### src/mem.hex
// program image for instr_rom, one word per line
// columns are byte 0 (lowest address, holds the opcode) to byte 3
37 45 23 01
93 00 50 00
17 f5 ab cd
03 a1 41 00
e7 80 c0 07
33 02 31 00
b7 12 00 80
13 05 f5 0f
23 22 11 00
63 04 b5 00
6f 00 40 02
97 02 00 7e
83 26 c1 ff
67 00 01 00
73 00 00 00
13 06 a0 3c
37 f8 ee 5a
93 87 17 00
17 03 00 c3
03 29 84 01
e7 00 f1 12
b3 85 c5 40
13 01 81 ff
23 a0 a5 00
b7 0a 0b 9c
63 16 06 fe
83 45 04 00
17 1e 22 11
13 77 f7 0f
6f f0 df fb
67 80 50 aa
37 01 00 ff
33 c5 a5 00
93 05 30 e5
03 d3 c2 00
97 07 80 2f
e7 02 83 69
13 08 00 80
0f 00 f0 0f
b7 9e 77 33
23 2e 81 00
13 55 25 00
83 a7 07 0f
17 65 44 90
67 86 e8 01
e3 0a 00 fe
37 b3 5c 04
13 0e be 71
33 06 d7 00
03 0c 0c 10
97 44 ff e0
e7 84 0f 5c
73 10 00 34
13 97 47 00
b7 64 a1 b2
83 05 f7 ab
17 0b 00 01
67 01 1f 00
ef 00 00 40
13 00 00 00
37 2f 34 68
93 0f f0 7f
03 2f 8b 3e
b7 ff ff ff

### src/rv_demo_pkg.sv
package rv_demo_pkg;

    // unified memory, one byte per entry
    localparam int MEM_BYTES = 256;
    // pc is a byte address and covers the whole memory
    localparam int PC_W = 8;
    // instruction word as seen by fetch, queue and consumer
    localparam int WORD_W = 32;

    // fetch queue sizing
    localparam int QUEUE_DEPTH = 8;
    localparam int QPTR_W = $clog2(QUEUE_DEPTH);

    // rv32i major opcodes handled by the display decoder
    localparam logic [6:0] OPC_LUI = 7'b0110111;
    localparam logic [6:0] OPC_AUIPC = 7'b0010111;
    localparam logic [6:0] OPC_OP_IMM = 7'b0010011;
    localparam logic [6:0] OPC_LOAD = 7'b0000011;
    localparam logic [6:0] OPC_JALR = 7'b1100111;

    // one instruction word, read either as i-type or as u-type
    // opcode sits in bits 6:0 in both views
    typedef union packed {
        struct packed {
            logic [11:0] imm;
            logic [4:0] rs1;
            logic [2:0] funct3;
            logic [4:0] rd;
            logic [6:0] opcode;
        } i_view;
        struct packed {
            // upper immediate, bits 31:12 of the word
            logic [19:0] imm;
            logic [4:0] rd;
            logic [6:0] opcode;
        } u_view;
    } rv_instr_u;

endpackage
### src/cpu_on_board.sv
`timescale 1ns/10ps

module cpu_on_board
    import rv_demo_pkg::*;
(
    // system clock straight from the pin
    input  logic       clock_1hz,
    // push button reset, low when pressed
    input  logic       KEY0,
    // run switch
    input  logic       run,
    output logic [7:0] ledg,
    output logic       ledr0,
    output logic       ledr9,
    output logic       retire
);

    // fetch to queue
    logic              push;
    logic [WORD_W-1:0] push_word;
    logic              full;

    // queue to consumer
    logic              pop;
    logic              empty;
    logic [WORD_W-1:0] head_word;

    // producer, walks memory in order
    rv_fetch i_fetch (
        .clock_1hz (clock_1hz),
        .KEY0      (KEY0),
        .full      (full),
        .push      (push),
        .push_word (push_word)
    );

    // decouples fetch from the run switch
    instr_queue i_queue (
        .clock_1hz (clock_1hz),
        .KEY0      (KEY0),
        .push      (push),
        .push_word (push_word),
        .pop       (pop),
        .head_word (head_word),
        .full      (full),
        .empty     (empty)
    );

    // consumer, decode and leds
    rv_display_exec i_exec (
        .clock_1hz (clock_1hz),
        .KEY0      (KEY0),
        .run       (run),
        .empty     (empty),
        .head_word (head_word),
        .pop       (pop),
        .retire    (retire),
        .ledg      (ledg),
        .ledr0     (ledr0),
        .ledr9     (ledr9)
    );

endmodule

### src/rv_display_exec.sv
`timescale 1ns/10ps

module rv_display_exec
    import rv_demo_pkg::*;
(
    input  logic              clock_1hz,
    input  logic              KEY0,
    // board switch, retire enable
    input  logic              run,
    input  logic              empty,
    input  logic [WORD_W-1:0] head_word,
    // removes the head of the queue
    output logic              pop,
    // one cycle pulse, led outputs hold a new result
    output logic              retire,
    output logic [7:0]        ledg,
    // heartbeat
    output logic              ledr0,
    // lui marker
    output logic              ledr9
);

    // head word overlaid with both decode views
    rv_instr_u  instr;
    logic [6:0] opcode;
    logic [7:0] ledg_next;
    logic       lui_hit;

    assign instr = head_word;
    // opcode occupies the same bits in either view
    assign opcode = instr.i_view.opcode;

    // retire only while the switch is on and there is a word
    assign pop = run & ~empty;

    // decode of the head word for the green leds
    always_comb begin
        case (opcode)
            // u-type, top byte of the 20 bit immediate
            OPC_LUI, OPC_AUIPC: begin
                ledg_next = instr.u_view.imm[19:12];
            end
            // i-type, low byte of the 12 bit immediate
            OPC_OP_IMM, OPC_LOAD, OPC_JALR: begin
                ledg_next = instr.i_view.imm[7:0];
            end
            // anything else just shows the opcode
            default: begin
                ledg_next = {1'b0, opcode};
            end
        endcase
    end

    assign lui_hit = (opcode == OPC_LUI);

    // led registers load on pop, show the result the cycle after
    // values hold until the next retired word
    always_ff @(posedge clock_1hz or negedge KEY0) begin
        if (!KEY0) begin
            retire <= 1'b0;
            ledg <= '0;
            ledr9 <= 1'b0;
        end else begin
            retire <= pop;
            if (pop) begin
                ledg <= ledg_next;
                ledr9 <= lui_hit;
            end
        end
    end

    // free-running heartbeat, flips every edge out of reset
    always_ff @(posedge clock_1hz or negedge KEY0) begin
        if (!KEY0) begin
            ledr0 <= 1'b0;
        end else begin
            ledr0 <= ~ledr0;
        end
    end

endmodule

### src/instr_queue.sv
`timescale 1ns/10ps

module instr_queue
    import rv_demo_pkg::*;
(
    input  logic              clock_1hz,
    input  logic              KEY0,
    // write side, from fetch
    input  logic              push,
    input  logic [WORD_W-1:0] push_word,
    // read side, from the consumer
    input  logic              pop,
    // oldest entry, valid while empty is low
    output logic [WORD_W-1:0] head_word,
    output logic              full,
    output logic              empty
);

    // entry storage
    logic [WORD_W-1:0] slots [0:QUEUE_DEPTH-1];
    logic [QPTR_W-1:0] wr_ptr;
    logic [QPTR_W-1:0] rd_ptr;
    // occupancy, needs one extra bit to hold QUEUE_DEPTH
    logic [QPTR_W:0]   count;

    // strobes qualified by the levels
    logic do_push;
    logic do_pop;

    // circular pointer step
    function automatic logic [QPTR_W-1:0] next_ptr(input logic [QPTR_W-1:0] p);
        if (p == QPTR_W'(QUEUE_DEPTH - 1)) begin
            return '0;
        end
        return p + QPTR_W'(1);
    endfunction

    assign full = (count == (QPTR_W + 1)'(QUEUE_DEPTH));
    assign empty = (count == '0);

    assign do_push = push & ~full;
    assign do_pop = pop & ~empty;

    // show-ahead read
    // a word written at an edge is at the head the cycle after
    assign head_word = slots[rd_ptr];

    // storage write
    always_ff @(posedge clock_1hz) begin
        if (do_push) begin
            slots[wr_ptr] <= push_word;
        end
    end

    // pointers and occupancy
    // push and pop in one cycle leave the count unchanged
    always_ff @(posedge clock_1hz or negedge KEY0) begin
        if (!KEY0) begin
            wr_ptr <= '0;
            rd_ptr <= '0;
            count <= '0;
        end else begin
            if (do_push) begin
                wr_ptr <= next_ptr(wr_ptr);
            end
            if (do_pop) begin
                rd_ptr <= next_ptr(rd_ptr);
            end
            case ({do_push, do_pop})
                2'b10:   count <= count + 1'b1;
                2'b01:   count <= count - 1'b1;
                default: count <= count;
            endcase
        end
    end

endmodule

### src/rv_fetch.sv
`timescale 1ns/10ps

module rv_fetch
    import rv_demo_pkg::*;
(
    input  logic              clock_1hz,
    input  logic              KEY0,
    // queue has no free entry
    input  logic              full,
    // write strobe into the queue
    output logic              push,
    output logic [WORD_W-1:0] push_word
);

    // byte address of the next word to fetch
    logic [PC_W-1:0] pc;
    // set one cycle after reset release, keeps push low while in reset
    logic            fetch_en;

    instr_rom i_rom (
        .addr (pc),
        .word (push_word)
    );

    // fetch whenever there is room, stall with pc held otherwise
    assign push = fetch_en & ~full;

    always_ff @(posedge clock_1hz or negedge KEY0) begin
        if (!KEY0) begin
            fetch_en <= 1'b0;
        end else begin
            fetch_en <= 1'b1;
        end
    end

    // pc steps one word per push
    // last word wraps back to address 0
    always_ff @(posedge clock_1hz or negedge KEY0) begin
        if (!KEY0) begin
            pc <= '0;
        end else if (push) begin
            if (pc == PC_W'(MEM_BYTES - 4)) begin
                pc <= '0;
            end else begin
                pc <= pc + PC_W'(4);
            end
        end
    end

endmodule

### src/instr_rom.sv
`timescale 1ns/10ps

module instr_rom
    import rv_demo_pkg::*;
(
    // byte address of the first byte, word aligned
    input  logic [PC_W-1:0]   addr,
    // little-endian word built from addr .. addr+3
    output logic [WORD_W-1:0] word
);

    localparam int WORD_BYTES = WORD_W / 8;

    // unified byte-wide memory
    logic [7:0] mem [0:MEM_BYTES-1];

    // program image, whitespace separated bytes
    // four bytes per line land in four consecutive entries
    initial begin
        $readmemh("/design/src/mem.hex", mem);
    end

    // combinational read
    // lowest address goes to the least significant byte
    always_comb begin
        for (int b = 0; b < WORD_BYTES; b++) begin
            word[8*b +: 8] = mem[addr + PC_W'(b)];
        end
    end

endmodule

### config.mk
export PLATFORM = sky130hd
export DESIGN_NAME = cpu_on_board
export DESIGN_NICKNAME = d
export VERILOG_FILES = /design/src/rv_demo_pkg.sv /design/src/cpu_on_board.sv /design/src/rv_display_exec.sv /design/src/instr_queue.sv /design/src/rv_fetch.sv /design/src/instr_rom.sv
export SDC_FILE = /design/constraint.sdc
export NUM_CORES = 1
export LEC_CHECK = 0
export ABC_AREA = 1
export BUFFER_PORTS_ARGS = -buffer_cell sky130_fd_sc_hd__buf_2
export CAP_MARGIN = 5
export CORE_AREA = 4 4 41 43
export DETAILED_ROUTE_END_ITERATION = 16
export DIE_AREA = 0 0 45 47
export PLACE_DENSITY = 0.57
export SETUP_SLACK_MARGIN = 0.02
export SYNTH_ARGS = -nofsm -noshare
export SYNTH_HDL_FRONTEND = slang
export SYNTH_SLANG_ARGS = --single-unit
### constraint.sdc
create_clock -name clock_1hz -period 2.4 [get_ports clock_1hz]
set_clock_uncertainty 0.15 [all_clocks]
set_input_delay 0.12 -clock clock_1hz [delete_from_list [all_inputs] [get_ports clock_1hz]]
set_output_delay 0.12 -clock clock_1hz [all_outputs]
set_load 0.03 [all_outputs]
# [Word level (Yosys, flattened, before mapping)]
# Memories as Yosys holds them, arrays and structs flattened.
# Cells that the tools add are included.
[word_totals] ff_bits=22 mem_count=1 ramBits=256 word_cells=46 inputBits=3
[memory_table] memory="i_queue.slots" depth=8 width=32 rd=1 rd_clocked_by_memory_dff=0 wr=1 line_no="instr_queue.sv:20" source="logic [WORD_W-1:0] slots [0:QUEUE_DEPTH-1];"
[classes] eq_ne=10 reduce_logical=4 bitwise_logic=7 n_mux=12 n_addsub=4
[op_table] op="8-bit one-hot mux with 2 select lines" count=1
[op_table] op="7-bit by 5-bit equality test with 1-bit output, second input constant" count=2
[op_table] op="3-bit two-way mux" count=4
[op_table] op="4-bit one-hot mux with 2 select lines" count=1
[op_table] op="7-bit by 2-bit equality test with 1-bit output, second input constant" count=1
[op_table] op="7-bit by 6-bit equality test with 1-bit output, second input constant" count=1
[op_table] op="7-bit equality test, second input constant" count=1
[op_table] op="3-bit by 1-bit adder with 3-bit output, second input constant" count=2
[op_table] op="3-bit equality test, second input constant" count=2
[op_table] op="1-bit two-way mux" count=6
[op_table] op="4-bit by 1-bit adder with 4-bit output, second input constant" count=1
[op_table] op="1-bit bitwise AND" count=4
[op_table] op="4-bit equality test, second input constant" count=1
[op_table] op="4-bit zero test" count=1
[op_table] op="4-bit by 1-bit subtractor with 4-bit output, second input constant" count=1
[op_table] op="1-bit NOT" count=3
[op_table] op="3-bit OR reduction" count=1
[op_table] op="2-bit by 1-bit equality test with 1-bit output, second input constant" count=1
[op_table] op="2-bit equality test, second input constant" count=1
[op_table] op="2-bit nonzero test" count=1
[op_table] op="2-bit OR reduction" count=1

# [Longest topological paths before layout]
[logic_depth] word_depth=6 mapped_depth=12

# [By module]
# Synthesis repeated with hierarchy kept, for this count alone.
[unflattened] hier_cells=1380 hier_area_um2=13011.2
[by_module_without_submodules] mod="instr_queue" seq_area_each_um2=7937.6 cells_each=1194 area_each_um2=11652.4 n_inst=1
[by_module_without_submodules] mod="rv_display_exec" seq_area_each_um2=275.3 cells_each=103 area_each_um2=725.7 n_inst=1
[by_module_without_submodules] mod="rv_fetch" seq_area_each_um2=175.2 cells_each=50 area_each_um2=389.1 n_inst=1
[by_module_without_submodules] mod="instr_rom" seq_area_each_um2=0.0 cells_each=33 area_each_um2=244.0 n_inst=1

# [Worst setup path before layout]
# No wires, ideal clock.
[synth_path] path_type="register to register" startpoint="reg i_queue.count[2]" endpoint="reg i_queue.count[2]" t_required_ns=2.168 slack_ns=0.512 arrival_ns=1.656 path_buffers=0 path_stages_with_launch=10 cell_sequence="dfrtp_1 nor2_1 a21boi_0 ha_1 nor2_1 nor2_2 ha_1 a21oi_1 or2_1 a31oi_1"
[synth_via] elab_chain_len=6 word_cells_on_any_way=14 classes_between="add/sub (2); eq/ne (3); mux (1); bitwise (6); reduce/logical (2)"
[synth_rtl] element="start: declaration" line_no="instr_queue.sv:24" source="logic [QPTR_W:0] count;"
[synth_rtl] element="start signal: assignment" line_no="instr_queue.sv:70" source="2'b10: count <= count + 1'b1;"
[synth_rtl] element="start signal: assignment" line_no="instr_queue.sv:71" source="2'b01: count <= count - 1'b1;"
[synth_rtl] element="start signal: assignment" line_no="instr_queue.sv:72" source="default: count <= count;"
[synth_rtl] element="4-bit zero test (*)" line_no="instr_queue.sv:39" source="assign empty = (count == '0);"
[synth_rtl] element="1-bit NOT (*)" line_no="rv_display_exec.sv:34" source="assign pop = run & ~empty;"
[synth_rtl] element="1-bit bitwise AND (*)" line_no="rv_display_exec.sv:34"
[synth_rtl] element="net i_exec.pop" line_no="rv_display_exec.sv:13" source="output logic pop,"
[synth_rtl] element="1-bit bitwise AND (*)" line_no="instr_queue.sv:42" source="assign do_pop = pop & ~empty;"
[synth_rtl] element="2-bit by 1-bit equality test with 1-bit output or 2-bit equality test (tied branches)" line_no="instr_queue.sv:69" source="case ({do_push, do_pop})"
[synth_rtl] element="4-bit one-hot mux with 2 select lines or 2-bit nonzero test (tied branches)"
# The timed path passes the listed nets; every way through them passes the cells marked *.
# A chain may end at the register's enable or synchronous reset.

# [Worst setup path after layout]
[layout_path] startpoint="reg i_queue.count[0]" endpoint="reg i_queue.count[2]"
# Same word-level chain as after synthesis.

==> results.md <==
- The number of failing hold endpoints at the final stage is 0.
- For this run, the detailed router's first-pass iteration total came to 4.
- Clock-pin slew was measured on the worst setup and hold paths at 0.06 ns.
- The synthesized-area fraction occupied by xor and xnor cells is 3.87%.
- Of the total power, the clock network draws 19.7%.
- The number of buffers on the longest clock path is 2.
- After technology mapping, the gate count stands at 56.
- The critical path goes through nor2_1 -> a21boi_0 -> ha_1 -> nor2_1 -> nor2_2 -> ha_1 -> a21oi_1 -> or2_1 -> a31oi_1.
- Counting flops and latches in the post-synthesis netlist gives 7.
- The warning count from the yosys run is 0.
- For this run, design rule violations remaining after detail routing come to 0.
- Entering global routing, the biggest net connects 8 pins.
- The post-layout worst setup margin is 0.338 ns.
- In the synthesized netlist, mux cells make up 0% of the area.
- The total leakage power is 0.277 nW.
- The count of buffers added on input and output ports is 4.
- The proportion of synthesized chip area in sequential cells is 38.7%.
- Summing the areas of all fa, ha and maj instances in the mapped netlist gives 8.29% of the synthesized area.
- Power spread over the standard cell area amounts to 1130 nW/µm².
- The delay of the slowest cell on the worst path is 0.42 ns.
- The required time of the worst setup path is 2.43 ns.
- For this design the total switching power over the nets is 240 µW.
- The area growth from synthesis to layout is 8.56%.
- The horizontal die dimension is 45 µm.
- The detailed router placed 326 vias in this run.
- Cells with a size suffix above 1 make up 18.8% of the layout.
- The number of placed instances, taps included, is 74.
- The run finished with clean final reports.
- The clock root buffer is sky130_fd_sc_hd__clkbuf_4.
- After synthesis, the cell types taking the most area are sky130_fd_sc_hd__dfrtp_1, sky130_fd_sc_hd__buf_4, sky130_fd_sc_hd__nand2_1.
- The CTS buffer count is 3.
- The startpoint type of the worst setup path is a flip-flop.
- The total number of nets in the final design is 71.
- The critical path is of the flip-flop to flip-flop type.
- Once detail routing completed, the nets flagged for antenna violations numbered 0.
- Setup violations remaining at the end of the flow were counted as 0.
- The estimated wirelength of the detail-placed design is 558 µm.
- The dominant combinational cell family by area after synthesis is simple AND/OR/NAND/NOR gates.
- The average routed wire per standard cell is 8.77 µm.
- The finished layout holds 79 standard cells, fillers aside.
- The final critical delay including setup and external delays is 2.06 ns.
- The most common library cell in the layout ignoring fill and taps is sky130_fd_sc_hd__nand2_1.
- The number of distinct library cell variants in the gate-level netlist after synthesis is 17.
- The height of the die is 47 µm.
- Of all cell types, the one taking the most synthesized area is sky130_fd_sc_hd__dfrtp_1.
- The number of fillers in the final layout is 142.
- The type of element capturing the critical path is a flip-flop.
- Adding up every negative setup slack in the final design gives 0 ns.
- The tool flagged a number of max-cap violations equal to 0.
- Averaged over all synthesized cells, the footprint is 8.09 µm².
- IR analysis of the VDD net gives a maximum drop of 0.500 mV.
- In this run, flip-flops and latches consume 36.5% of the power.
- The congestion estimate from routability-driven global placement came to 0.728.
- Combinational logic burns 43.8% of the power.
- The number of buffers inserted to repair setup after CTS is 0.
- The clock tree from TritonCTS is done.
- Wires add up to 693 µm.
- The die footprint is 2120 µm².
- The tightest min-delay check is of the input pin to flip-flop type.
- After layout, the worst path uses 85.9% of the clock period.
- Static timing analysis puts the maximum clock frequency at 485 MHz.
- In the layout the commonest cells are sky130_fd_sc_hd__nand2_1, sky130_fd_sc_hd__conb_1, sky130_fd_sc_hd__dfrtp_1.
- The floorplan step defined a core boundary enclosing 1300 µm².
- Dividing the detail-routed via count by the number of cells gives 4.13.
- In this run the number of H-tree levels came out at 1.
- For this design the top-level I/O count stands at 14.
- Global routing used 8.83% of the available tracks.
- The basic-gate share of the synthesized area counting and, or, nand and nor cells is 22.4%.
- The final global-route overflow total is 0.
- The via count of the first global-routing pass is 307.
- After synthesis, the largest area contributor takes up 38.7% of total cell area.
- The mapped cell area is 453 µm².
- Gates resized during post-CTS repair numbered 0.
- The initial utilization of the core area, before any placement, comes to 34.8%.
- At the worst endpoint, the arrival time is 2.09 ns.
- The number of placement rows is 13.
- Along the worst path, the maximum fanout reaches 4.
- At the placement stage, the worst setup path has a slack of 0.348 ns.
- The compound-cell area share of the yosys netlist is 5.25%.
- The final max-slew violation count is 0.
- The initial antenna violation count was 0.
- The first global-routing pass estimated 1260 µm of wire.
- Net switching is 43.1% of the power.
- The detailed router's first-iteration violation count is 4.
- The standard cell with the maximum stage delay on the critical path is sky130_fd_sc_hd__dfrtp_1.
- The number of antenna diodes in the final layout is 0.
- The clock latency reported for the late side of the worst-skew pair is 0.26 ns.
- The clock net in this run drives a total of 7 sinks.
- Setup repair after global routing left no endpoint under its margin.
- Hold is met by 0.0131 ns.
- The internal power of the cells is 317 µW.
-- worst max-delay path, delay by kind of cell, from the launching register on --
family                     cells  cell delay (ns)
and+or+nand+nor                4             0.52
AOI/OAI and AO/OA              3             0.46
DFF                            1             0.42
adders and majority gates      2             0.44
-- Yosys cell counts --
cell / number
sky130_fd_sc_hd__a21boi_0: 1
sky130_fd_sc_hd__a21oi_1: 1
sky130_fd_sc_hd__a31oi_1: 1
sky130_fd_sc_hd__buf_4: 9
sky130_fd_sc_hd__conb_1: 2
sky130_fd_sc_hd__dfrtp_1: 7
sky130_fd_sc_hd__ha_1: 3
sky130_fd_sc_hd__inv_1: 5
sky130_fd_sc_hd__inv_2: 1
sky130_fd_sc_hd__nand2_1: 11
sky130_fd_sc_hd__nand2_2: 2
sky130_fd_sc_hd__nand3_1: 4
sky130_fd_sc_hd__nor2_1: 4
sky130_fd_sc_hd__nor2_2: 1
sky130_fd_sc_hd__o21ai_0: 1
sky130_fd_sc_hd__or2_1: 1
sky130_fd_sc_hd__xnor2_1: 2
-- area by class of cell --
cell class	count	area, µm²	area share, %
clock buffers	3	22.5	4.58
clock inverters	1	5.00	1.02
inverters	6	22.5	4.58
multi-input cells	42	218	44.3
flip-flops and latches	7	175	35.6
well taps	15	18.8	3.82
repair buffers	5	30.0	6.11
-- worst paths after layout --
| kind | from | endpoint | slack, ns | depth (start not counted) |
|---|---|---|---|---|
| min reg2reg | i_exec.ledr0 | i_exec.ledr0 | 0.26 | 1 |
| min | run | i_exec.retire | 0.01 | 2 |
| max reg2reg | i_queue.count[0] | i_queue.count[2] | 0.34 | 9 |
| min in group asynchronous | KEY0 | i_fetch.fetch_en | 0.07 | 2 |
| max | i_queue.count[0] | i_queue.count[2] | 0.34 | 9 |
| max in group asynchronous | KEY0 | i_queue.count[1] | 1.87 | 2 |
-- registers in the layout, indices dropped and copies added, names as in the netlist --
signal            cells
i_exec.ledr0          1
i_fetch.fetch_en      1
i_queue.count         4
i_exec.retire         1
-- power groups by stage --
stage	Combinational [mW]	Clock, mW	Sequential, mW
2_1_floorplan	0.212	0	0.203
3_3_place_gp	0.246	0	0.205
3_5_place_dp	0.243	0	0.205
4_1_cts	0.248	0.116	0.204
5_1_grt	0.287	0.123	0.211
6_report	0.244	0.110	0.203
-- timing repair --
item,CTS,global route
setup endpoints to repair,0,0
hold endpoints to repair,7,0
hold buffers,1,0
-- per-stage QoR --
stage	power (mW)	util, %	area [µm²]
global placement	0.451	34.9	454
floorplan	0.415	-	483
global route	0.621	37.8	492
CTS	0.567	37.8	492
detailed placement	0.448	34.9	454
finish	0.557	37.8	492
-- routing by layer --
| layer | track usage (%) | vias to the layer above | share of wire, % |
|---|---|---|---|
| met5 | 0 | - | 0 |
| met4 | 8.77 | 0 | 4.9 |
| met3 | 3.45 | 5 | 5.9 |
| met2 | 13.8 | 10 | 47 |
| met1 | 8.82 | 138 | 42 |
| li1 | - | 173 | - |
-- kinds of logic (layout without fill, tap and decap cells) --
| kind of cell | count (synthesis) | after routing |
|---|---|---|
| buffers and inverters | 15 | 15 |
| other | 2 | 10 |
| adders and majority gates | 3 | 3 |
| DFF | 7 | 7 |
| AOI/OAI and AO/OA | 4 | 4 |
| xor gates and xnor gates | 2 | 2 |
| and+or+nand+nor | 23 | 23 |
No activity file was read; power rests on OpenSTA's default activity.
